$ cat config.mk
export PLATFORM = sky130hd
export DESIGN_NAME = kernel_top
export DESIGN_NICKNAME = d
export VERILOG_FILES = /design/src/design/kernel_pkg.sv /design/src/design/kernel_top.sv /design/src/design/result_merge.sv /design/src/design/cluster_execute.sv /design/src/design/descriptor_decode.sv /design/src/design/wb_descriptor_regs.sv /design/src/design/kernel_control.sv
export SDC_FILE = /design/constraint.sdc
export NUM_CORES = 2
export LEC_CHECK = 0
export BUFFER_PORTS_ARGS = -buffer_cell sky130_fd_sc_hd__buf_2
export CELL_PAD_IN_SITES_DETAIL_PLACEMENT = 1
export CELL_PAD_IN_SITES_GLOBAL_PLACEMENT = 2
export CORE_MARGIN = 2
export CORE_UTILIZATION = 39
export CTS_BUF_LIST = sky130_fd_sc_hd__clkbuf_4 sky130_fd_sc_hd__clkbuf_8
export CTS_CLUSTER_SIZE = 14
export DETAILED_ROUTE_END_ITERATION = 16
export MAX_ROUTING_LAYER = met4
export PLACE_DENSITY = 0.76
export SLEW_MARGIN = 20
export SYNTH_ARGS = -nofsm -noshare
export SYNTH_HDL_FRONTEND = slang
export SYNTH_SLANG_ARGS = --single-unit
$ cat constraint.sdc
create_clock -name ap_clk -period 11.22 [get_ports ap_clk]
set_input_delay 0.561 -clock ap_clk [delete_from_list [all_inputs] [get_ports ap_clk]]
set_output_delay 0.561 -clock ap_clk [all_outputs]
set_load 0.01 [all_outputs]
$ cat src/design/kernel_pkg.sv
package kernel_pkg;

    // ------------------------------------------------
    // Widths
    // ------------------------------------------------
    localparam int DATA_WIDTH = 32;

    // ------------------------------------------------
    // Opcodes and control states
    // ------------------------------------------------
    typedef enum logic [1:0] {
        OP_SUM       = 2'd0,
        OP_XOR       = 2'd1,
        OP_ODD_COUNT = 2'd2
    } kernel_opcode_e;

    // Same sequence as the ap_ctrl_hs handshake
    typedef enum logic [2:0] {
        CTRL_RESET = 3'd0,
        CTRL_IDLE  = 3'd1,
        CTRL_SETUP = 3'd2,
        CTRL_READY = 3'd3,
        CTRL_START = 3'd4,
        CTRL_BUSY  = 3'd5,
        CTRL_DONE  = 3'd6
    } control_state_e;

    // ------------------------------------------------
    // Descriptor and handshake structs
    // ------------------------------------------------
    typedef struct packed {
        kernel_opcode_e  opcode;
        logic [31:0]     base;
        logic [15:0]     count;
    } kernel_descriptor_t;

    typedef struct packed {
        logic               valid;
        kernel_descriptor_t payload;
    } descriptor_port_t;

    typedef struct packed {
        logic start_pulse;
        logic continue_pulse;
    } control_in_t;

    typedef struct packed {
        logic ready;
        logic done;
        logic idle;
    } control_out_t;

    // Per-cluster walk description
    typedef struct packed {
        logic            valid;
        kernel_opcode_e  opcode;
        logic [31:0]     first_id;
        logic [31:0]     stride;
        logic [15:0]     step_count;
    } cluster_command_t;

    // ------------------------------------------------
    // Register map, word addresses
    // ------------------------------------------------
    localparam logic [2:0] REG_CTRL   = 3'd0;
    localparam logic [2:0] REG_STATUS = 3'd1;
    localparam logic [2:0] REG_OPCODE = 3'd2;
    localparam logic [2:0] REG_BASE   = 3'd3;
    localparam logic [2:0] REG_COUNT  = 3'd4;
    localparam logic [2:0] REG_RESULT = 3'd5;

endpackage
$ cat src/design/kernel_top.sv
`timescale 1ns/1ps

module kernel_top
    import kernel_pkg::*;
#(
    parameter int NUM_CLUSTERS = 4
) (
    input  logic                  ap_clk,
    input  logic                  control_areset,
    input  logic                  wb_cyc,
    input  logic                  wb_stb,
    input  logic                  wb_we,
    input  logic [2:0]            wb_adr,
    input  logic [DATA_WIDTH-1:0] wb_dat_w,
    output logic [DATA_WIDTH-1:0] wb_dat_r,
    output logic                  wb_ack
);

    control_in_t             control_pulse;
    control_out_t            control_status;
    descriptor_port_t        host_descriptor;
    descriptor_port_t        released_descriptor;
    cluster_command_t        commands [NUM_CLUSTERS];
    logic [NUM_CLUSTERS-1:0] cu_done;
    logic [NUM_CLUSTERS-1:0] cu_setup;
    logic [DATA_WIDTH-1:0]   partials [NUM_CLUSTERS];
    logic [DATA_WIDTH-1:0]   result;

    // ------------------------------------------------
    // Host side
    // ------------------------------------------------
    wb_descriptor_regs u_regs (
        .ap_clk         (ap_clk),
        .control_areset (control_areset),
        .wb_cyc         (wb_cyc),
        .wb_stb         (wb_stb),
        .wb_we          (wb_we),
        .wb_adr         (wb_adr),
        .wb_dat_w       (wb_dat_w),
        .wb_dat_r       (wb_dat_r),
        .wb_ack         (wb_ack),
        .control_status (control_status),
        .result         (result),
        .control_pulse  (control_pulse),
        .descriptor     (host_descriptor)
    );

    kernel_control #(.NUM_CLUSTERS(NUM_CLUSTERS)) u_control (
        .ap_clk         (ap_clk),
        .control_areset (control_areset),
        .cu_done        (cu_done),
        .cu_setup       (cu_setup),
        .control_in     (control_pulse),
        .control_out    (control_status),
        .descriptor_in  (host_descriptor),
        .descriptor_out (released_descriptor)
    );

    // ------------------------------------------------
    // Compute side
    // ------------------------------------------------
    descriptor_decode #(.NUM_CLUSTERS(NUM_CLUSTERS)) u_decode (
        .ap_clk         (ap_clk),
        .control_areset (control_areset),
        .descriptor     (released_descriptor),
        .commands       (commands)
    );

    for (genvar k = 0; k < NUM_CLUSTERS; k++) begin : g_cluster
        cluster_execute u_cluster (
            .ap_clk         (ap_clk),
            .control_areset (control_areset),
            .command        (commands[k]),
            .cu_done        (cu_done[k]),
            .cu_setup       (cu_setup[k]),
            .partial        (partials[k])
        );
    end

    // Latched opcode stays put while the host edits the next descriptor
    result_merge #(.NUM_CLUSTERS(NUM_CLUSTERS)) u_merge (
        .ap_clk         (ap_clk),
        .control_areset (control_areset),
        .opcode         (commands[0].opcode),
        .partials       (partials),
        .result         (result)
    );

endmodule

$ cat src/design/result_merge.sv
`timescale 1ns/1ps

module result_merge
    import kernel_pkg::*;
#(
    parameter int NUM_CLUSTERS = 4
) (
    input  logic                  ap_clk,
    input  logic                  control_areset,
    input  kernel_opcode_e        opcode,
    input  logic [DATA_WIDTH-1:0] partials [NUM_CLUSTERS],
    output logic [DATA_WIDTH-1:0] result
);

    logic [DATA_WIDTH-1:0] sum_all;
    logic [DATA_WIDTH-1:0] xor_all;

    // ------------------------------------------------
    // Combine across clusters
    // ------------------------------------------------
    always_comb begin
        sum_all = '0;
        xor_all = '0;
        for (int k = 0; k < NUM_CLUSTERS; k++) begin
            sum_all = sum_all + partials[k];
            xor_all = xor_all ^ partials[k];
        end
    end

    // Odd counts add up like sums
    always_ff @(posedge ap_clk) begin
        if (control_areset) begin
            result <= '0;
        end else begin
            case (opcode)
                OP_XOR:  result <= xor_all;
                default: result <= sum_all;
            endcase
        end
    end

endmodule

$ cat src/design/cluster_execute.sv
`timescale 1ns/1ps

module cluster_execute
    import kernel_pkg::*;
(
    input  logic                  ap_clk,
    input  logic                  control_areset,
    input  cluster_command_t      command,
    output logic                  cu_done,
    output logic                  cu_setup,
    output logic [DATA_WIDTH-1:0] partial
);

    logic                  valid_q;
    logic                  walking;
    logic                  done_q;
    logic [31:0]           cur_id;
    logic [15:0]           remaining;
    logic [DATA_WIDTH-1:0] acc;
    logic [DATA_WIDTH-1:0] acc_next;
    logic                  launch;

    // Rising edge of valid starts a walk
    assign launch   = command.valid && !valid_q;
    assign cu_done  = done_q && command.valid;
    assign partial  = acc;

    // Reduction step for the current id
    always_comb begin
        case (command.opcode)
            OP_XOR:       acc_next = acc ^ cur_id;
            OP_ODD_COUNT: acc_next = acc + {{(DATA_WIDTH-1){1'b0}}, cur_id[0]};
            default:      acc_next = acc + cur_id;
        endcase
    end

    always_ff @(posedge ap_clk) begin
        if (control_areset) begin
            valid_q  <= 1'b0;
            walking  <= 1'b0;
            done_q   <= 1'b0;
            cu_setup <= 1'b1;
            acc      <= '0;
        end else begin
            valid_q  <= command.valid;
            // One cycle of setup after valid falls
            cu_setup <= valid_q && !command.valid;
            if (!command.valid) begin
                walking <= 1'b0;
                done_q  <= 1'b0;
            end else if (launch) begin
                acc     <= '0;
                walking <= (command.step_count != 16'd0);
                // Empty slice finishes with the identity
                done_q  <= (command.step_count == 16'd0);
            end else if (walking) begin
                acc <= acc_next;
                if (remaining == 16'd1) begin
                    walking <= 1'b0;
                    done_q  <= 1'b1;
                end
            end
        end
    end

    // Walk position
    always_ff @(posedge ap_clk) begin
        if (launch) begin
            cur_id    <= command.first_id;
            remaining <= command.step_count;
        end else if (walking) begin
            cur_id    <= cur_id + command.stride;
            remaining <= remaining - 16'd1;
        end
    end

endmodule

$ cat src/design/descriptor_decode.sv
`timescale 1ns/1ps

module descriptor_decode
    import kernel_pkg::*;
#(
    parameter int NUM_CLUSTERS = 4
) (
    input  logic             ap_clk,
    input  logic             control_areset,
    input  descriptor_port_t descriptor,
    output cluster_command_t commands [NUM_CLUSTERS]
);

    logic             cmd_valid;
    kernel_opcode_e   opcode_q;
    logic [31:0]      first_id_q [NUM_CLUSTERS];
    logic [15:0]      step_q     [NUM_CLUSTERS];

    always_ff @(posedge ap_clk) begin
        if (control_areset) begin
            cmd_valid <= 1'b0;
        end else begin
            cmd_valid <= descriptor.valid;
        end
    end

    // Latch once per release so host writes mid-run do not leak in
    always_ff @(posedge ap_clk) begin
        if (descriptor.valid && !cmd_valid) begin
            opcode_q <= descriptor.payload.opcode;
            for (int k = 0; k < NUM_CLUSTERS; k++) begin
                first_id_q[k] <= descriptor.payload.base + 32'(k);
                // Ids i in [0, count) with i mod N equal to k
                step_q[k] <= 16'((32'(descriptor.payload.count) + 32'(NUM_CLUSTERS - 1 - k))
                                 / 32'(NUM_CLUSTERS));
            end
        end
    end

    always_comb begin
        for (int k = 0; k < NUM_CLUSTERS; k++) begin
            commands[k].valid      = cmd_valid;
            commands[k].opcode     = opcode_q;
            commands[k].first_id   = first_id_q[k];
            commands[k].stride     = 32'(NUM_CLUSTERS);
            commands[k].step_count = step_q[k];
        end
    end

endmodule

$ cat src/design/wb_descriptor_regs.sv
`timescale 1ns/1ps

module wb_descriptor_regs
    import kernel_pkg::*;
(
    input  logic                  ap_clk,
    input  logic                  control_areset,
    input  logic                  wb_cyc,
    input  logic                  wb_stb,
    input  logic                  wb_we,
    input  logic [2:0]            wb_adr,
    input  logic [DATA_WIDTH-1:0] wb_dat_w,
    output logic [DATA_WIDTH-1:0] wb_dat_r,
    output logic                  wb_ack,
    input  control_out_t          control_status,
    input  logic [DATA_WIDTH-1:0] result,
    output control_in_t           control_pulse,
    output descriptor_port_t      descriptor
);

    kernel_opcode_e opcode_q;
    logic [31:0]    base_q;
    logic [15:0]    count_q;
    logic           request;

    // New access seen, ack not yet given
    assign request = wb_cyc && wb_stb && !wb_ack;

    // Register contents always present
    assign descriptor.valid           = 1'b1;
    assign descriptor.payload.opcode  = opcode_q;
    assign descriptor.payload.base    = base_q;
    assign descriptor.payload.count   = count_q;

    // ------------------------------------------------
    // Ack, writes and control pulses
    // ------------------------------------------------
    always_ff @(posedge ap_clk) begin
        if (control_areset) begin
            wb_ack        <= 1'b0;
            control_pulse <= '0;
            opcode_q      <= OP_SUM;
            base_q        <= '0;
            count_q       <= '0;
        end else begin
            wb_ack        <= request;
            // Pulses last one cycle
            control_pulse <= '0;
            if (request && wb_we) begin
                case (wb_adr)
                    REG_CTRL: begin
                        control_pulse.start_pulse    <= wb_dat_w[0];
                        control_pulse.continue_pulse <= wb_dat_w[1];
                    end
                    REG_OPCODE: opcode_q <= kernel_opcode_e'(wb_dat_w[1:0]);
                    REG_BASE:   base_q   <= wb_dat_w;
                    REG_COUNT:  count_q  <= wb_dat_w[15:0];
                    default: ;
                endcase
            end
        end
    end

    // ------------------------------------------------
    // Read data, valid in the ack cycle
    // ------------------------------------------------
    always_ff @(posedge ap_clk) begin
        if (request) begin
            case (wb_adr)
                REG_STATUS: wb_dat_r <= {{(DATA_WIDTH-3){1'b0}}, control_status.done,
                                         control_status.ready, control_status.idle};
                REG_OPCODE: wb_dat_r <= {{(DATA_WIDTH-2){1'b0}}, opcode_q};
                REG_BASE:   wb_dat_r <= base_q;
                REG_COUNT:  wb_dat_r <= {{(DATA_WIDTH-16){1'b0}}, count_q};
                REG_RESULT: wb_dat_r <= result;
                // Control reads back zero, as do holes
                default:    wb_dat_r <= '0;
            endcase
        end
    end

endmodule

$ cat src/design/kernel_control.sv
`timescale 1ns/1ps

module kernel_control
    import kernel_pkg::*;
#(
    parameter int NUM_CLUSTERS = 4
) (
    input  logic                    ap_clk,
    input  logic                    control_areset,
    input  logic [NUM_CLUSTERS-1:0] cu_done,
    input  logic [NUM_CLUSTERS-1:0] cu_setup,
    input  control_in_t             control_in,
    output control_out_t            control_out,
    input  descriptor_port_t        descriptor_in,
    output descriptor_port_t        descriptor_out
);

    logic [NUM_CLUSTERS-1:0] cu_done_reg;
    logic [NUM_CLUSTERS-1:0] cu_setup_reg;
    logic                    start_reg;
    logic                    continue_reg;

    control_state_e current_state;
    control_state_e next_state;

    // Flags from state, then two more stages to the port
    control_out_t flags_state;
    control_out_t flags_pipe;
    logic         descriptor_valid_state;

    // ------------------------------------------------
    // Input registers
    // ------------------------------------------------
    always_ff @(posedge ap_clk) begin
        if (control_areset) begin
            cu_done_reg  <= '0;
            // Clusters assumed busy clearing until told otherwise
            cu_setup_reg <= '1;
            start_reg    <= 1'b0;
            continue_reg <= 1'b0;
        end else begin
            cu_done_reg  <= cu_done;
            cu_setup_reg <= cu_setup;
            start_reg    <= control_in.start_pulse;
            continue_reg <= control_in.continue_pulse;
        end
    end

    // ------------------------------------------------
    // Output register stages
    // ------------------------------------------------
    always_ff @(posedge ap_clk) begin
        if (control_areset) begin
            flags_pipe  <= '{ready: 1'b0, done: 1'b0, idle: 1'b1};
            control_out <= '{ready: 1'b0, done: 1'b0, idle: 1'b1};
        end else begin
            flags_pipe  <= flags_state;
            control_out <= flags_pipe;
        end
    end

    // Valid gated by state, payload just follows the registers
    always_ff @(posedge ap_clk) begin
        if (control_areset) begin
            descriptor_out.valid <= 1'b0;
        end else begin
            descriptor_out.valid <= descriptor_valid_state && descriptor_in.valid;
        end
    end

    always_ff @(posedge ap_clk) begin
        descriptor_out.payload <= descriptor_in.payload;
    end

    // ------------------------------------------------
    // Handshake FSM
    // ------------------------------------------------
    always_ff @(posedge ap_clk) begin
        if (control_areset) begin
            current_state <= CTRL_RESET;
        end else begin
            current_state <= next_state;
        end
    end

    always_comb begin
        next_state = current_state;
        case (current_state)
            CTRL_RESET: next_state = CTRL_IDLE;
            CTRL_IDLE:  next_state = CTRL_SETUP;
            // Hold until start and every cluster finished clearing
            CTRL_SETUP: if (start_reg && !(|cu_setup_reg)) next_state = CTRL_READY;
            CTRL_READY: next_state = CTRL_START;
            CTRL_START: next_state = CTRL_BUSY;
            // Start pulses ignored here
            CTRL_BUSY:  if (&cu_done_reg) next_state = CTRL_DONE;
            CTRL_DONE:  if (continue_reg || start_reg) next_state = CTRL_READY;
            default:    next_state = CTRL_RESET;
        endcase
    end

    // Flag decode, first register stage
    always_ff @(posedge ap_clk) begin
        if (control_areset) begin
            flags_state            <= '{ready: 1'b0, done: 1'b0, idle: 1'b1};
            descriptor_valid_state <= 1'b0;
        end else begin
            flags_state            <= '{ready: 1'b0, done: 1'b0, idle: 1'b0};
            descriptor_valid_state <= 1'b0;
            case (current_state)
                CTRL_READY: flags_state.ready <= 1'b1;
                CTRL_START,
                CTRL_BUSY:  descriptor_valid_state <= 1'b1;
                CTRL_DONE:  flags_state <= '{ready: 1'b0, done: 1'b1, idle: 1'b1};
                default:    flags_state.idle <= 1'b1;
            endcase
        end
    end

endmodule

* Word-level counts from Yosys, hierarchy flattened *
Memories as Yosys holds them, arrays and structs flattened.
Index checks and enable logic that the tools add are counted.

cells by class
  reduce and logical (&&, ||, !) cells = 52
  bitwise operators = 10
  muxes and demuxes = 64
  add/sub/neg operators = 25
  equality and inequality tests = 20

operators with widths
  cell                     count
  $mux W32                 17
  $pmux W32 S2             4
  $add A32 B32 Y32         7
  $xor A32 B32 Y32         7
  $pmux W32 S5             1
  $add A32 B1 Y32          4
  $add A32 B3 Y32 const B  4
  $mux W16                 8
  $add A32 B2 Y32 const B  2
  $eq A16 B1 Y1 const B    4
  $logic_not A16 Y1        4
  $reduce_bool A16 Y1      4
  $sub A16 B1 Y16 const B  4
  $add A16 B2 Y17 const B  2
  $add A32 B1 Y32 const B  1
  $mux W1                  30
  $reduce_and A2 Y1        11
  $pmux W3 S7              1
  $add A16 B1 Y17 const B  1
  $reduce_bool A2 Y1       8
  $eq A3 B3 Y1 const B     5
  $eq A3 B2 Y1 const B     4
  $logic_and A1 B1 Y1      11
  $mux W3                  3
  13 further kinds         24

word-level totals
  memories = 2
  word-level logic and storage cells = 224
  input bits = 40
  output and inout bits = 33
  flip-flop bits (word level) = 521
  bits in writable memories = 188

memory list
  memory               words  bits a word  read ports  clocked after Yosys merged registers in  write ports  line                     source
  u_decode.first_id_q  4      32           4           0                                        4            descriptor_decode.sv:16  logic [31:0] first_id_q [NUM_CLUSTERS];
  u_decode.step_q      4      15           4           0                                        4            descriptor_decode.sv:17  logic [15:0] step_q [NUM_CLUSTERS];

* Logic depth before layout (Yosys ltp) *
  word-level depth = 5
  gate-level depth with buffers = 17
  gate-level depth less buffers = 14

* Cells and area by module *
A second synthesis with hierarchy kept.

second synthesis, totals
  cells, all modules = 5,536
  area total of the unflattened synthesis = 50,243.2 sq um

by module, submodules not included
  module                                         sequential area each (sq um)  cells each  instances  area each (sq um)
  cluster_execute at g_cluster[1].u_cluster ...  2,162.1                       937         2          7,503.4
  descriptor_decode                              5,635.4                       724         1          9,454.1
  cluster_execute at g_cluster[0].u_cluster      2,162.1                       914         1          7,417.1
  cluster_execute at g_cluster[3].u_cluster      2,162.1                       891         1          7,315.8
  result_merge                                   640.6                         684         1          5,536.6
  wb_descriptor_regs                             2,021.9                       332         1          3,776.1
  kernel_control                                 1,481.4                       117         1          1,736.7

* Least setup slack after synthesis *
Ideal clock, no wire load.

  kind = flip-flop to flip-flop
  start = register u_decode.cmd_valid
  end = memory u_decode.first_id_q[0][0], enable pin
  cell stages (with the launch flop) = 3
  clock period less this slack = 9.423 ns
  data required time = 10.460 ns
  data arrival time = 8.663 ns
  slack = 1.797 ns
  library setup time = 0.760 ns
  path buffers = 1
  cell sequence = dfxtp_1 clkbuf_1 nor2b_1

RTL lines
  element                   line                     source
  start: declaration        descriptor_decode.sv:14  logic cmd_valid;
  start signal: assignment  descriptor_decode.sv:23  cmd_valid <= descriptor.valid;
  end: declaration          descriptor_decode.sv:16

* Worst setup path in the final report *
  start = register u_decode.opcode_q[1]
  end = register g_cluster[2].u_cluster.acc[30]

between the ends
  word-level cells in the longest chain between the ends = 4
  elaborated cells between the ends (all ways) = 5
  those cells by class = eq/ne (2); mux (3)

ends and longest elaborated chain
  element                                              line                     source
  start: declaration                                   descriptor_decode.sv:15  kernel_opcode_e opcode_q;
  start signal: assignment                             descriptor_decode.sv:30  opcode_q <= descriptor.payload.opcode;
  $eq A2 B2 Y1 / $eq A2 B1 Y1 (equally long branches)  cluster_execute.sv:30    case (command.opcode)
  $pmux W32 S2 *                                       cluster_execute.sv:30
  $mux W32 *                                           cluster_execute.sv:56    end else if (walking) begin
  $mux W32 *                                           cluster_execute.sv:51    end else if (launch) begin
  end signal: assignment                               cluster_execute.sv:57    acc <= acc_next;
  end: declaration                                     cluster_execute.sv:19    logic [DATA_WIDTH-1:0] acc;

Mark *: on every way between the ends. The rest lies on a longest branch, timed or not. The select of a mux whose other input is x is not followed.
A chain may end at the register's enable or synchronous reset.

==> impl_metrics.tcl <==
set metrics [dict create \
    grt_pass1_vias 35100 \
    crit_type "reg2reg" \
    vdd_drop_max_mv 0.107 \
    slew_viol_final 0 \
    cp.required_ns 11.95 \
    synth_area_mm2 0.0420 \
    rsz0062_at_grt "no" \
    maxSlewHeadroom 0.222 \
    drcViolationCount 0 \
    die_w_um 332 \
    hold_depth 2 \
    finalCritPeriodShare 0.449 \
    fin_nets 4860 \
    cp_max_fo 43 \
    setup.worst_path.start_class "register" \
    tritoncts "yes" \
    crit_path_end_kind "register" \
    cap_violations 0 \
    syn_nets 4782 \
    syn_to_final_growth_pct 11.8 \
    grt_usage 0.282 \
    path_clk_slew_ns 0.06 \
    gp_congestion 0.905 \
    ys_types 85 \
    gr-total-overflow 0 \
    hp-class "in2reg" \
    fp-row-count 120 \
    cts_buffers 138 \
    io_pins 73 \
    root_buffer "clkbuf_8" \
    critical_path.cell_chain "nand2b_4 -> buf_4 -> and2_1 -> fa_1 -> a21o_1 -> a221oi_2 -> nand3_1 -> a211oi_1 -> o31ai_1 -> a221o_1 -> a41oi_1 -> mux2i_1 -> nand2_1" \
    fin_crit_ns 5.04 \
    grt_pass1_wl_um 229000 \
    dieHeight_um 332 \
    setup_viol_count_final 0 \
    core_mm2 0.107 \
    portBuffers 72 \
    initial_core_util 0.393 \
    syn-instance-count 4498 \
    fin_skew_ns 0.0469 \
    final_cell_mix "nand2_1 (580), o21ai_0 (416), edfxtp_1 (411), nor2_1 (326), dfxtp_1 (295)" \
    vias_per_cell 5.76 \
    final-seq-area_mm2 0.0182 \
    firstDrtPassIters 5 \
    tns_ns 0 \
    cpPeakStageDelay_ns 0.66 \
    synth_ff_type "edfxtp_1" \
    drive_gt1_frac 0.0886 \
    dieArea_mm2 0.110 \
    clk_latency_ns 0.85 \
    hold_viol 0 \
    ant_nets 0 \
    routed_wl_um 152000 \
    h-tree-depth 4 \
    num_vias 35100 \
    reg2reg_depth 13 \
    synth-edff-count 411 \
    cts.sinks 706 \
    drt_iter0_markers 2773 \
    p_leak_uw 0.0175 \
    clockBufferDepth 3 \
    p_per_area_mw_per_mm2 127 \
    wl_per_cell_um 25.0 \
    worstPathArrival_ns 5.77 \
    multi_input_comb_area_mm2 0.0226 \
    antenna_found_initial 10 \
    mostFrequentLayoutCell "nand2_1" \
    fmax_mhz 198 \
    ys_seq_elements 706 \
    async_flop_share 0 \
    post_cts_resized 0 \
    seq_area_frac_synth 0.435 \
    status "complete, no violations" \
    worst_pin_slew_ns 1.16 \
    grt_max_degree 135 \
    slowest_stage "a211oi_1" \
    hpwl_um 112000 \
    fin_hold_ws_ns 0.125 \
    fill_cells 12200 \
    ys_warn_count 0 \
    synth.avg_cell_area_um2 9.33 \
]
-- timing repair --
item                                   4_1_cts  5_1_grt
hold buffers                                34        0
buffers inserted                             0        0
endpoints found under the hold margin       52        0
-- routing by layer --
| layer | part of all wire | GRT usage | vias up |
|---|---|---|---|
| met5 | 0 | - | - |
| met1 | 0.46 | 0.378 | 17700 |
| met2 | 0.46 | 0.439 | 869 |
| met4 | 0.032 | 0.0897 | 0 |
| li1 | - | - | 16300 |
| met3 | 0.052 | 0.0394 | 211 |
-- area by class of cell --
| cell class | instances | area share |
|---|---|---|
| multi-input cells | 3464 | 0.481 |
| flip-flops and latches | 706 | 0.389 |
| clock buffers | 209 | 0.0531 |
| well taps | 1403 | 0.0374 |
| repair buffers | 164 | 0.0244 |
| inverters | 102 | 0.00831 |
| clock inverters | 40 | 0.00746 |
| diodes | 2 | 0.000107 |
-- path summary, 6_finish.rpt --
path,from,endpoint,slack (ns)
max,u_decode.opcode_q[1]$_DFFE_PP_,g_cluster[2].u_cluster.partial[30]$_SDFFE_PP0P_,6.18
min,control_areset,g_cluster[1].u_cluster.partial[19]$_SDFFE_PP0P_,0.13
max reg2reg,u_decode.opcode_q[1]$_DFFE_PP_,g_cluster[2].u_cluster.partial[30]$_SDFFE_PP0P_,6.18
min reg2reg,u_regs.count_q[2]$_SDFFE_PP0P_,u_control.descriptor_out[2]$_DFF_P_,0.36
-- cells by family after synthesis --
logic type	after synthesis	synth area share
muxes	26	0.00623
adders and majority gates	244	0.0845
and+or+nand+nor	1600	0.184
DFF	706	0.435
AOI/OAI and AO/OA	1157	0.170
xor gates and xnor gates	437	0.0912
buffers and inverters	328	0.0294
-- synth_stat cells, drive strengths merged, types with 66 or more instances --
cell type / count / share of area
ha: 178 / 0.053
nand2: 583 / 0.052
nand3: 124 / 0.015
clkbuf: 210 / 0.019
fa: 66 / 0.031
nor2: 327 / 0.029
and2: 144 / 0.021
o21ai: 427 / 0.051
xor2: 201 / 0.042
xnor2: 236 / 0.049
a21oi: 269 / 0.032
edfxtp: 411 / 0.29
inv: 101 / 0.0090
dfxtp: 295 / 0.14
a21o: 98 / 0.018
-- through the flow --
stage	instance area, um2	instances	worst slack (ns)	total power, uW	utilization
global placement	43800	5805	6.29	3280	0.409
CTS	46900	6088	6.24	6040	0.439
detailed placement	43800	5805	6.26	3290	0.409
floorplan	42000	4498	1.80	3170	-
global route	47000	6089	5.94	6200	0.439
finish	47000	6090	6.18	5980	0.439
-- where the power goes --
part | internal (uW) | switching [uW] | total (uW) | leakage, uW
Sequential | 2820 | 55.5 | 2880 | 0.00607
Clock | 1500 | 1230 | 2730 | 0.00151
Combinational | 121 | 253 | 374 | 0.00990
-- critical path: cells and delay by family (launching register included) --
| kind | cells | cell delay [ns] |
|---|---|---|
| buffers and inverters | 1 | 0.41 |
| AOI/OAI and AO/OA | 6 | 2.24 |
| muxes | 1 | 0.21 |
| DFF | 1 | 0.62 |
| and+or+nand+nor | 4 | 0.95 |
| adders and majority gates | 1 | 0.44 |
Note: power is estimated with default switching activity, not from simulation.
